### src/rtl/core_defines.svh
`ifndef CORE_DEFINES_SVH
`define CORE_DEFINES_SVH

`define DataWidth 32
`define AddrWidth 32
`define RegNumWidth 5
`define MemWords 64 // data memory depth in words

// RV32I major opcodes, all zeros is a bubble
`define OpR 7'b0110011
`define OpImm 7'b0010011
`define OpLoad 7'b0000011
`define OpStore 7'b0100011
`define OpBranch 7'b1100011
`define OpJal 7'b1101111
`define OpJalr 7'b1100111
`define OpLui 7'b0110111
`define OpAuipc 7'b0010111

`endif

### src/rtl/corePkg.sv
package corePkg;

	typedef enum logic [4:0]
	{
		aluAdd,
		aluSub,
		aluSll,
		aluSrl,
		aluSra,
		aluSlt, // set-less signed
		aluSltu, // set-less unsigned
		aluXor,
		aluOr,
		aluAnd,
		aluEq,
		aluNe,
		aluGe, // greater-or-equal signed
		aluGeu // greater-or-equal unsigned
	} aluOpT;

	// what the memory stage does with an executed instruction
	typedef enum logic [2:0]
	{
		actIdle,
		actRegWrite,
		actMemReadRegWrite,
		actMemWrite,
		actBranch,
		actJump, // jal and jalr
		actLuiWrite
	} actionT;

	function automatic logic writesReg(input actionT action);
		return action inside {actRegWrite, actMemReadRegWrite, actJump, actLuiWrite};
	endfunction

endpackage

### src/rtl/execBus.sv
`include "core_defines.svh"

interface execBus;
	corePkg::actionT action;
	logic [`RegNumWidth-1:0] rd;
	logic [`AddrWidth-1:0] pc;
	logic [`DataWidth-1:0] imm;
	logic [`DataWidth-1:0] aluResult; // address, compare flag or jump target
	logic [`DataWidth-1:0] storeData; // forwarded rs2
	logic [2:0] func3;

	modport exec (output action, rd, pc, imm, aluResult, storeData, func3);
	modport mem (input action, rd, pc, imm, aluResult, storeData, func3);
	modport fwd (input action, rd);
endinterface

### src/rtl/forwardUnit.sv
`include "core_defines.svh"

module forwardUnit
(
	input logic [`RegNumWidth-1:0] readNumA,
	input logic [`RegNumWidth-1:0] readNumB,
	input logic wbEnable,
	input logic [`RegNumWidth-1:0] wbNum,
	execBus.fwd bus,
	output logic [1:0] fwdSelA,
	output logic [1:0] fwdSelB
);

	logic memValid;
	logic wbValid;

	// only sources that really write a nonzero register count
	assign memValid = corePkg::writesReg(bus.action) && bus.rd != '0;
	assign wbValid = wbEnable && wbNum != '0;

	// memory stage is younger, so it wins over writeback
	assign fwdSelA = (memValid && bus.rd == readNumA) ? 2'd1 :
		(wbValid && wbNum == readNumA) ? 2'd2 : 2'd0;
	assign fwdSelB = (memValid && bus.rd == readNumB) ? 2'd1 :
		(wbValid && wbNum == readNumB) ? 2'd2 : 2'd0;

endmodule

### src/flat_wrapper.sv
// flat-port wrapper written by rule: the top's interface ports become plain ports
module forwardUnit_flat 
  (readNumA, readNumB, wbEnable, wbNum, fwdSelA, fwdSelB, bus_action, bus_rd);
  execBus bus_i ();
  input logic [`RegNumWidth-1:0] readNumA;
  input logic [`RegNumWidth-1:0] readNumB;
  input logic wbEnable;
  input logic [`RegNumWidth-1:0] wbNum;
  output logic [1:0] fwdSelA;
  output logic [1:0] fwdSelB;
  input wire logic [$bits(bus_i.action)-1:0] bus_action;
  input wire logic [$bits(bus_i.rd)-1:0] bus_rd;
  assign bus_i.action = bus_action;
  assign bus_i.rd = bus_rd;
  forwardUnit u_core (.readNumA(readNumA), .readNumB(readNumB), .wbEnable(wbEnable), .wbNum(wbNum), .bus(bus_i), .fwdSelA(fwdSelA), .fwdSelB(fwdSelB));
endmodule
### config.mk
export PLATFORM = sky130hd
export DESIGN_NAME = forwardUnit_flat
export DESIGN_NICKNAME = d
export VERILOG_FILES = /design/src/rtl/corePkg.sv /design/src/rtl/execBus.sv /design/src/rtl/forwardUnit.sv /design/src/flat_wrapper.sv
export VERILOG_INCLUDE_DIRS = /design/src /design/src/rtl
export SDC_FILE = /design/constraint.sdc
export NUM_CORES = 1
export LEC_CHECK = 0
export BUFFER_PORTS_ARGS = -buffer_cell sky130_fd_sc_hd__buf_2
export CAP_MARGIN = 20
export CELL_PAD_IN_SITES_DETAIL_PLACEMENT = 1
export CELL_PAD_IN_SITES_GLOBAL_PLACEMENT = 2
export CORE_MARGIN = 2
export CORE_UTILIZATION = 18
export DETAILED_ROUTE_END_ITERATION = 8
export PLACE_DENSITY_LB_ADDON = 0.1
export SLEW_MARGIN = 20
export SYNTH_ARGS = -nofsm -noshare
export SYNTH_HDL_FRONTEND = slang
export SYNTH_SLANG_ARGS = --single-unit
export TNS_END_PERCENT = 1
### constraint.sdc
create_clock -name vclk -period 1.35
set_input_delay 0.0675 -clock vclk [all_inputs]
set_output_delay 0.0675 -clock vclk [all_outputs]
set_load 0.1 [all_outputs]
Word-level counts from Yosys, hierarchy flattened --
Index checks and enable logic that the tools add are counted.
Word-level totals: output and inout bits 4, logic and storage cells 21, register bits 0
Operators by class: reductions and logical operators 9, muxes and demuxes 4, equality and inequality tests 8
Operator list (count):
- $eq 5x5->1 | 4
- $reduce_bool 5->1 | 2
- $mux 2 | 4
- $eq 3x3->1 const B | 2
- $logic_and 1x1->1 | 6
- $reduce_bool 4->1 | 1
- $eq 3x1->1 const B | 1
- $eq 3x2->1 const B | 1

Logic depth before layout (Yosys ltp) --
depth in word-level cells 5, depth in mapped cells 4, depth with buffers taken out 4

Worst setup path before layout --
No wires, ideal clock.
path type input -> output, start point input bus_action[0], end point output fwdSelB[1], stages on the path 4, arrival time 4.573 ns, buffers on the path 0, data required time 1.283 ns, setup slack -3.290 ns, path through xor2_1 -> o21ai_2 -> nor4_1 -> nor4_2
Between the ends: longest elaborated chain between the ends 5, elaborated cells between the ends (all ways) 8, classes of those cells eq/ne: 4; mux: 1; reduce/logical: 3
Ends and longest elaborated chain:
- start, declared | RTL line flat_wrapper.sv:11 | input wire logic [$bits(bus_i.action)-1:0] bus_action;
- $eq 3x1->1 (tied with other cells) | RTL line corePkg.sv:34 | return action inside {actRegWrite, actMemReadRegWrite, actJump, actLuiWrite};
- $reduce_bool 4->1 (*) | RTL line corePkg.sv:34
- $logic_and 1x1->1 (*) | RTL line forwardUnit.sv:18 | assign memValid = corePkg::writesReg(bus.action) && bus.rd != '0;
- $logic_and 1x1->1 (*) | RTL line forwardUnit.sv:24 | assign fwdSelB = (memValid && bus.rd == readNumB) ? 2'd1 :
- $mux 2 (*) | RTL line forwardUnit.sv:24
- end, declared | RTL line flat_wrapper.sv:10 | output logic [1:0] fwdSelB;
Every way passes the cells marked *; elsewhere a longest branch is shown, timed or not.

Worst setup path in the final report --
start point input bus_rd[0], end point output fwdSelA[1]
Between the ends: longest elaborated chain between the ends 4, elaborated cells between the ends (all ways) 5, classes of those cells eq/ne: 1; mux: 1; reduce/logical: 3
Ends and longest elaborated chain:
- start, declared | RTL line flat_wrapper.sv:12 | input wire logic [$bits(bus_i.rd)-1:0] bus_rd;
- $reduce_bool 5->1 | RTL line forwardUnit.sv:18
- $logic_and 1x1->1 | RTL line forwardUnit.sv:18
- $logic_and 1x1->1 (*) | RTL line forwardUnit.sv:22 | assign fwdSelA = (memValid && bus.rd == readNumA) ? 2'd1 :
- $mux 2 (*) | RTL line forwardUnit.sv:22
- end, declared | RTL line flat_wrapper.sv:9 | output logic [1:0] fwdSelA;
Marked as above.

==> metrics.yaml <==
run_status:
  failed_checks: "negative setup slack"
  status: "finished with violations"
critical_path:
  critPathLaunchType: "input pin"
  crit_fanout: 2
  path_delay_family: "simple AND/OR/NAND/NOR gates"
  worstPathArrival_ns: 1.47
  crit_type: "input pin to output pin"
  max_stage_delay_ns: 0.54
  slowest_stage: "or4_4"
  cp.required_ns: 1.28
  cp-end-kind: "output pin"
  cp_common_cell: "nor4_4"
  crit_buf_inv: 2
  crit_chain: "buf_6 > or4_4 > o21ai_4 > nor4_4 > nor4_4 > buf_12"
floorplan:
  core_sq_mm: 0.00147
  rows: 14
  fp.dieW_microns: 43.4
  die_area_sq_mm: 0.00188
  die_y_microns: 43.4
  start_util: 0.190
  pin_count: 28
power_and_ir_drop:
  p_leak_uw: 0.000258
  ir_drop_v: 0.000119
  p_per_area_mw_per_mm2: 316
  clkPwrFrac: 0
  switchingPower_uw: 102
  netSwitchingFraction: 0.503
  p_seq_frac: 0
  comb_power_share: 1.000
  intPower_uw: 101
worst_hold_path:
  hold_class: "input pin to output pin"
routing:
  drcViolationCount: 0
  ant_nets: 0
  first_pass_iters: 3
  vias_per_cell: 4.27
  num_vias: 367
  wire_per_inst_microns: 11.2
  first_iter_violations: 1
  routed_wl_microns: 965
final_layout:
  antennaDiodeCount: 0
  multi_input_area_sq_um: 353
  seq_cells: 0
  area_growth_pct: 130
  regArea_sq_um: 0
  nFillCells: 184
  final_nets: 96
  layout.core_utilization: 0.435
  clkbuf_count: 0
  drive_gt1_frac: 0.614
grt:
  grt_max_degree: 4
  antenna_found_initial: 0
  grt_pass1_wl_microns: 1600
  grt_pass1_vias: 385
  grt-ovfl-total: 0
  track_usage: 0.107
timing:
  setup_violations: 4
  slew_viol_final: 0
  tightestPinTransition_ns: 0.313
  fin_crit_sh: 1.14
  setup_ws_ns: -0.189
  relSlewSlack: 0.790
  max_freq_mhz: 650
  rsz0062_at_grt: "true"
  hold_viol: 0
  post-route-min-period_ns: 1.54
  whs_ns: 0.565
synth:
  synthDistinctLibCells: 10
  synth_area_sq_um: 279
  ys_seq_area_frac: 0
  synthCells: 35
  yosysWarnings: 0
  syn_area_per_cell_sq_um: 7.97
  synthesis.nets: 59
placed_design:
  place_congestion: 0.674
  port_buffers: 27
  hpwl_microns: 936
run:
  cap_violations: 0
clock_tree:
  ctsHoldBuffers: 0
## metrics by stage
stage / cell area (sq um) / TNS [ns] / worst slack, ns / power, uW / cells
2_1_floorplan: 338 / -2.13 / -0.811 / 106 / 35
6_report: 641 / -0.412 / -0.189 / 203 / 86
3_3_place_gp: 613 / -0.518 / -0.216 / 195 / 86
3_5_place_dp: 613 / -0.578 / -0.234 / 196 / 86
5_1_grt: 641 / -0.670 / -0.219 / 220 / 86
4_1_cts: 627 / -0.469 / -0.193 / 202 / 86
## placed cells by master, fill, tap and decap left out
cell     netlist  layout
buf_4          0       8
nand2_1        2       2
nand4_1        2       2
xnor2_1       16      14
xor2_1         5       5
or4_1          2       1
nand3_1        2       2
buf_6          0       2
or4_4          0       1
nor2_1         1       1
o21ai_4        0       1
buf_2          0      21
nor4_4         0       4
buf_12         0       4
xnor2_2        0       2
## metal layers
metal / share of wire / vias up / GRT usage
met5: 0 / - / 0
met4: 0 / 0 / 0
met3: 0.077 / 0 / 0.00417
met2: 0.49 / 17 / 0.206
met1: 0.43 / 155 / 0.140
li1: - / 195 / -
## layout make-up
cell class,count,area share
tap,16,0.0313
timing repair buffer,35,0.418
multi-input combinational,35,0.551
## power groups by stage
stage / logic, uW / registers [uW] / clock network [uW]
final: 203 / 0 / 0
after CTS: 202 / 0 / 0
after floorplan: 106 / 0 / 0
after detailed placement: 196 / 0 / 0
after global routing: 220 / 0 / 0
after global placement: 195 / 0 / 0
## cells in the mapped netlist
cell | count | area share
o21ai_2 | 1 | 0.031
or4_1 | 2 | 0.054
xnor2_1 | 16 | 0.50
nor4_1 | 2 | 0.045
xor2_1 | 5 | 0.16
nand4_1 | 2 | 0.045
nand3_1 | 2 | 0.036
nor2_1 | 1 | 0.013
nand2_1 | 2 | 0.027
nor4_2 | 2 | 0.090
## cell families after synthesis
kind of cell | share of synthesized area
AOI/OAI and AO/OA | 0.0314
xor gates and xnor gates | 0.659
and+or+nand+nor | 0.309
## worst paths after layout
kind | startpoint | cells past startpoint | to | slack, ns
worst max-delay path | bus_rd[0] | 6 | fwdSelA[1] | -0.19
worst min-delay path | wbEnable | 4 | fwdSelA[1] | 0.57
## timing repair
action	CTS	global route
cloned	0	0
endpoints found under the setup margin	4	4
gates resized for setup	2	2
setup buffers	0	0
hold endpoints to repair	0	0
pin swaps	1	1
No activity file was read; power rests on OpenSTA's default activity.
