`src/rtl/core_defines.svh`:
```
`ifndef CORE_DEFINES_SVH
`define CORE_DEFINES_SVH

`define DataWidth 32
`define AddrWidth 32
`define RegNumWidth 5
`define MemWords 64 // data memory depth in words

// RV32I major opcodes, all zeros is a bubble
`define OpR 7'b0110011
`define OpImm 7'b0010011
`define OpLoad 7'b0000011
`define OpStore 7'b0100011
`define OpBranch 7'b1100011
`define OpJal 7'b1101111
`define OpJalr 7'b1100111
`define OpLui 7'b0110111
`define OpAuipc 7'b0010111

`endif

```
`src/rtl/regFile.sv`:
```
`include "core_defines.svh"

module regFile
(
	input logic clk,
	input logic reset,
	input logic writeEnable,
	input logic [`RegNumWidth-1:0] writeNum,
	input logic [`DataWidth-1:0] writeData,
	input logic [`RegNumWidth-1:0] readNumA,
	input logic [`RegNumWidth-1:0] readNumB,
	input logic [`RegNumWidth-1:0] watchNum,
	output logic [`DataWidth-1:0] readDataA,
	output logic [`DataWidth-1:0] readDataB,
	output logic [`DataWidth-1:0] watchData
);

	logic [`DataWidth-1:0] regs [32];

	always_ff @(posedge clk)
	begin
		if (reset)
		begin
			for (int i = 0; i < 32; i++)
				regs[i] <= '0;
		end
		else if (writeEnable && writeNum != '0)
			regs[writeNum] <= writeData; // x0 never written
	end

	// no write-through, a write shows up the cycle after
	assign readDataA = (readNumA == '0) ? '0 : regs[readNumA];
	assign readDataB = (readNumB == '0) ? '0 : regs[readNumB];
	assign watchData = (watchNum == '0) ? '0 : regs[watchNum];

endmodule

```
`config.mk`:
```
export PLATFORM = sky130hd
export DESIGN_NAME = regFile
export DESIGN_NICKNAME = d
export VERILOG_FILES = /design/src/rtl/regFile.sv
export VERILOG_INCLUDE_DIRS = /design/src /design/src/rtl
export SDC_FILE = /design/constraint.sdc
export NUM_CORES = 2
export LEC_CHECK = 0
export BUFFER_PORTS_ARGS = -buffer_cell sky130_fd_sc_hd__buf_2
export CAP_MARGIN = 15
export CORE_ASPECT_RATIO = 1.1
export CORE_MARGIN = 3
export CORE_UTILIZATION = 45
export CTS_BUF_LIST = sky130_fd_sc_hd__clkbuf_4
export DETAILED_ROUTE_END_ITERATION = 7
export PLACE_DENSITY = 0.65
export SYNTH_ARGS = -nofsm -noshare
export SYNTH_HDL_FRONTEND = slang
export SYNTH_SLANG_ARGS = --single-unit
```
`constraint.sdc`:
```
create_clock -name clk -period 2.1 [get_ports clk]
set_input_delay 0.105 -clock clk [delete_from_list [all_inputs] [get_ports clk]]
set_output_delay 0.105 -clock clk [all_outputs]
set_load 0.03 [all_outputs]
```
### After elaboration in Yosys (flattened, before gate mapping)

Memories as Yosys holds them, arrays and structs flattened.
Index checks and enable logic that the tools add are counted.
Widths: inputs -> output; s select.

| cells by class | value |
|---|---|
| mux-type cells | 11 |
| reduce and logical (&&, ||, !) cells | 6 |

Operator list:

| cell | number |
|---|---|
| $mux 32 | 4 |
| $reduce_or 32->1 | 1 |
| $logic_not 5->1 | 3 |
| $mux 1 | 6 |
| $mux 5 | 1 |
| $reduce_bool 5->1 | 1 |
| $logic_and 1x1->1 | 1 |

| storage, ports and cells | value |
|---|---|
| logic and storage cells | 18 |
| memories kept | 1 |
| input bits | 55 |
| bits in writable memories | 1024 |
| output and inout bits | 96 |
| register bits after elaboration | 0 |

Memory list:

| memory | words | width | rd ports | clocked after memory_dff | wr ports | line | RTL |
|---|---|---|---|---|---|---|---|
| regs | 32 | 32 | 3 | 0 | 32 | regFile.sv:18 | `` logic [`DataWidth-1:0] regs [32]; `` |

### Logic depth before layout (Yosys ltp)

| logic depth | value |
|---|---|
| depth after elaboration | 7 |
| depth in mapped cells | 9 |

### Least setup slack after synthesis

OpenSTA, ideal clock, no wires.

| path | value |
|---|---|
| kind | input port to output port |
| start point | input port watchNum[0] |
| end point | output port watchData[31] |
| slack | -336 ps |
| buffers on the path | 4 |
| data required time | 1995 ps |
| stages on the path | 8 |
| arrival | 2331 ps |
| path through | buf_2 -> buf_6 -> buf_4 -> buf_6 -> mux2i_1 -> a221oi_1 -> o21ai_1 -> a2111oi_1 |

| on the way | value |
|---|---|
| cells in the longest elaborated chain, start to end | 2 |
| elaborated cells between the ends (all ways) | 3 |

Ends and longest elaborated chain:

| what | line | RTL |
|---|---|---|
| from (decl) | regFile.sv:12 | `` input logic [`RegNumWidth-1:0] watchNum, `` |
| $mem_v2 32x32 / $logic_not 5->1 (equally long branches) | n/a |  |
| $mux 32 * | regFile.sv:34 | `assign watchData = (watchNum == '0) ? '0 : regs[watchNum];` |
| to (decl) | regFile.sv:15 | `` output logic [`DataWidth-1:0] watchData `` |

Every way passes the cells marked *; elsewhere a longest branch is shown, timed or not.

==> results <==
- The fraction of layout cells with a size suffix above 1 is 46.9%.
- The initial antenna violation count is 18.
- For this run, the total global-route usage over all layers was measured as 33.8%.
- The first routing iteration left 7228 violations.
- The synthesized area per cell is 14.7 um2.
- The region available for standard cell placement spans 137000 um2.
- The cell row count is 142.
- The share of total power in sequential cells is 45.5%.
- The run finished, with violations left.
- Walking the worst path, the cells encountered are mux4_2 > mux4_2 > o22ai_4 > nor3_4 > buf_6.
- The register name with the most flops is regs.
- The clock network burns 32.1% of the power.
- The checks that failed: setup timing.
- The detailed route wirelength on metal3 is 30.1 mm.
- The horizontal die dimension is 362 um.
- TritonCTS built the clock tree.
- Data on the critical path is required at its endpoint by 2.00 ns.
- The register with the most flip-flops in the layout has 1024 of them.
- The cell type with the highest occurrence count on the critical path is sky130_fd_sc_hd__mux4_2.
- The library cells used most frequently in the layout, excluding fill and tap cells, are 1024 x sky130_fd_sc_hd__edfxtp_1, 1001 x sky130_fd_sc_hd__and2_1, 737 x sky130_fd_sc_hd__buf_4, 659 x sky130_fd_sc_hd__mux4_2, 381 x sky130_fd_sc_hd__clkbuf_4.
- The final critical path takes up 164% of the cycle.
- The reported net switching power is 0.0158 W.
- For this run, the detailed router's first-pass iteration total came to 6.
- The maximum fanout along the worst path is 3.
- Timing would allow up to 291 MHz.
- The number of buffers and inverters on the critical path is 1.
- In this run the tightest slew margin relative to its limit is 21.4%.
- The largest delay contributor family on the critical path is multiplexers.
- The CTS sink count is 1024.
- The analysis attributes to cell leakage a power of 29.3 nW.
- Of the total power, combinational logic draws 22.4%.
- Setup repair after global routing could not meet its margin everywhere.
- Counting along the longest clock path gives a buffer depth of 4.
- The TritonCTS buffer count is 282.
- Counting flops with an async set or reset pin after synthesis yields a share of 0%.
- The detailed-placement wirelength estimate is 161 mm.
- The largest net degree at the start of global routing is 36.
- The share of total power consumed by net switching is 29.4%.
- Across the run, the number of max-cap violations was 0.
- STA classifies the critical path startpoint as a flip-flop.
- In this run the clock root is driven by a sky130_fd_sc_hd__clkbuf_4.
- The final non-filler cell area is 79700 um2.
- The number of library cell types mapped by synthesis is 47.
- The delay contributed by the slowest stage of the critical path is 0.60 ns.
- The most instantiated flip-flop cell in the synthesis netlist is sky130_fd_sc_hd__edfxtp_1.
- In this run the remaining antenna-violating nets after routing total 0.
- The remaining global-route overflow is 0.
- The via count of the first global-routing pass is 47.7k.
- The routed design has 244 mm of wire.
- After layout, the minimum clock period comes to 3.44 ns.
- 151 I/O pins were placed.
- Clock-pin slew was measured on the worst setup and hold paths at 0.07 ns.
- For this configuration, the core starts out at a cell density of 45.7%.
- Data arrives at the worst endpoint at 3.33 ns.
- Timing analysis after detailed placement gives a worst setup slack of -0.610 ns.
- The cell area reported after detailed placement is 72000 um2.
- For this run, the number of Yosys warnings is 0.
- Routed signal wires occupy layers up through met5.
- The library cell used most frequently in the layout, excluding fill and tap cells, is sky130_fd_sc_hd__edfxtp_1.
- For this design the ratio of total power to cell area is 674 nW/um2.
- Setup violations remaining at the end of the flow were counted as 98.
- The met1 wire length is 86.9 mm.
- The growth of design area from synthesis to finish is 27.3%.
- For this run, the register share of the synthesized area comes to 49.1%.
- The area of the die is 144000 um2.
- The routed via count divided by cell count is 6.60.
- The internal power of the cells totals 0.0380 W.
- The smallest setup slack after layout is -1.34 ns.
- The number of cells on the critical path is 5.
- The number of enable-type register cells in the synthesized netlist is 1024.
- The number of hold violations in the final report came to 0.
- The wire length of the first global-routing pass is 345 mm.
- The peak supply drop is 689 uV.
- The worst setup path is captured at a primary output.
- In the final layout, the registers with the most flip-flops are regs x1024.
- The worst hold path class is in -> reg.
- Counting flops and latches in the post-synthesis netlist gives 1024.
- From bottom edge to top edge, the die measures 397 um.
- The synthesized netlist occupies a cell area of 62600 um2.
- Input and output buffers added on the ports amount to 150.
- The final net count is 5252.
- The last weighted congestion value of the routability-driven placer is 0.945.
- The total count of max-transition violations in the final report is 0.
- The type of the worst setup path is reg -> out.
- The number of instances in the synthesized netlist is 4255.
- The number of cells on the worst hold path is 3.
- In the final routed layout, each cell accounts on average for 33.9 um.
- The count of vias placed by the detailed router is 47.4k.
- The slew of the pin with the lowest slew margin is 1.18 ns.
- The met2 wire length is 115 mm.
- The number of H-tree branching levels is 5.
- The count of unresolved DRC violations after routing is 0.
- The slowest cell on the critical path is sky130_fd_sc_hd__mux4_2.
- The final cell utilization of the core is 58.1%.
==> cell type report <==
cell class,instances,area (um2)
Clock buffer,381,2860
Inverter,2,7.51
Antenna cell,12,30.0
Multi-Input combinational cell,2770,32800
Timing Repair Buffer,1117,10700
Fill cell,10800,57400
Clock inverter,82,385
Sequential cell,1024,30700
Tap cell,1800,2250
==> cells by family after synthesis <==
logic type | count (synthesis) | share of synthesized area [%]
and+or+nand+nor | 1279 | 12.5
muxes | 1035 | 29.8
DFF | 1024 | 49.1
buffers and inverters | 492 | 3.64
AOI/OAI and AO/OA | 424 | 4.98
other | 1 | 0.00599
==> power groups by stage <==
stage          clock, W  combinational (W)  sequential, W
6_report         0.0172             0.0120         0.0245
5_1_grt          0.0185             0.0124         0.0246
4_1_cts          0.0174             0.0116         0.0244
3_5_place_dp          0             0.0103         0.0249
3_3_place_gp          0             0.0102         0.0248
2_1_floorplan         0            0.00583         0.0245
==> cells in the mapped netlist (6+ instances only) <==
library cell	instances	area, um2
sky130_fd_sc_hd__buf_2	85	425
sky130_fd_sc_hd__nor2b_1	46	288
sky130_fd_sc_hd__mux2i_1	308	3080
sky130_fd_sc_hd__mux4_2	659	14800
sky130_fd_sc_hd__nor2_1	37	139
sky130_fd_sc_hd__or2_2	34	213
sky130_fd_sc_hd__buf_1	19	71.3
sky130_fd_sc_hd__a21oi_1	47	235
sky130_fd_sc_hd__a22oi_1	88	661
sky130_fd_sc_hd__a211oi_1	54	405
sky130_fd_sc_hd__buf_6	24	270
sky130_fd_sc_hd__nand2b_1	10	62.6
sky130_fd_sc_hd__clkbuf_1	323	1210
sky130_fd_sc_hd__a2111oi_0	27	236
sky130_fd_sc_hd__and2_1	1013	6340
sky130_fd_sc_hd__buf_4	38	285
sky130_fd_sc_hd__edfxtp_1	1024	30700
sky130_fd_sc_hd__nand2_1	27	101
sky130_fd_sc_hd__o32ai_1	16	140
sky130_fd_sc_hd__a32o_1	7	70.1
sky130_fd_sc_hd__nor3_1	64	320
sky130_fd_sc_hd__a22o_1	53	464
sky130_fd_sc_hd__nor4_1	23	144
sky130_fd_sc_hd__mux2_2	68	766
sky130_fd_sc_hd__o221ai_1	26	228
sky130_fd_sc_hd__o22ai_1	93	582
sky130_fd_sc_hd__nand3_1	6	30.0
==> through the flow <==
step | total power (W) | setup TNS (ns) | hold slack (ns) | std cells
global route | 0.0554 | -119.44 | 0.0306 | 7184
finish | 0.0538 | -107.03 | 0.125 | 7188
CTS | 0.0534 | -114.57 | 0.000439 | 7153
global placement | 0.0350 | -28.79 | 0.769 | 6563
floorplan | 0.0304 | 0 | 0.303 | 4286
detailed placement | 0.0351 | -30.00 | 0.771 | 6563
==> final timing paths <==
kind / from / end / slack, ns
hold / removal: writeData[21] / regs[27][21] / 0.12
setup / recovery: regs[31][27] / readDataA[27] / -1.34
==> what timing repair did <==
action,CTS,global route
resized for setup,521,93
hold endpoints to repair,1863,0
buffers inserted,71,27
setup endpoints to repair,96,124
pin swaps,166,38
gates cloned,0,0
hold buffers,91,0
==> worst min-delay path, cell delays in order <==
cell and delay, ns:
sky130_fd_sc_hd__dlygate4sd3_1 0.54, sky130_fd_sc_hd__buf_2 0.32, sky130_fd_sc_hd__and2_1 0.24
==> per-layer routing <==
| metal | track usage, % | vias to the layer above |
|---|---|---|
| met1 | 43.5 | 24300 |
| met2 | 53.7 | 3582 |
| met5 | 0 | - |
| met3 | 8.99 | 701 |
| li1 | - | 18900 |
| met4 | 15.5 | 2 |
(Power assumes the default switching activity.)
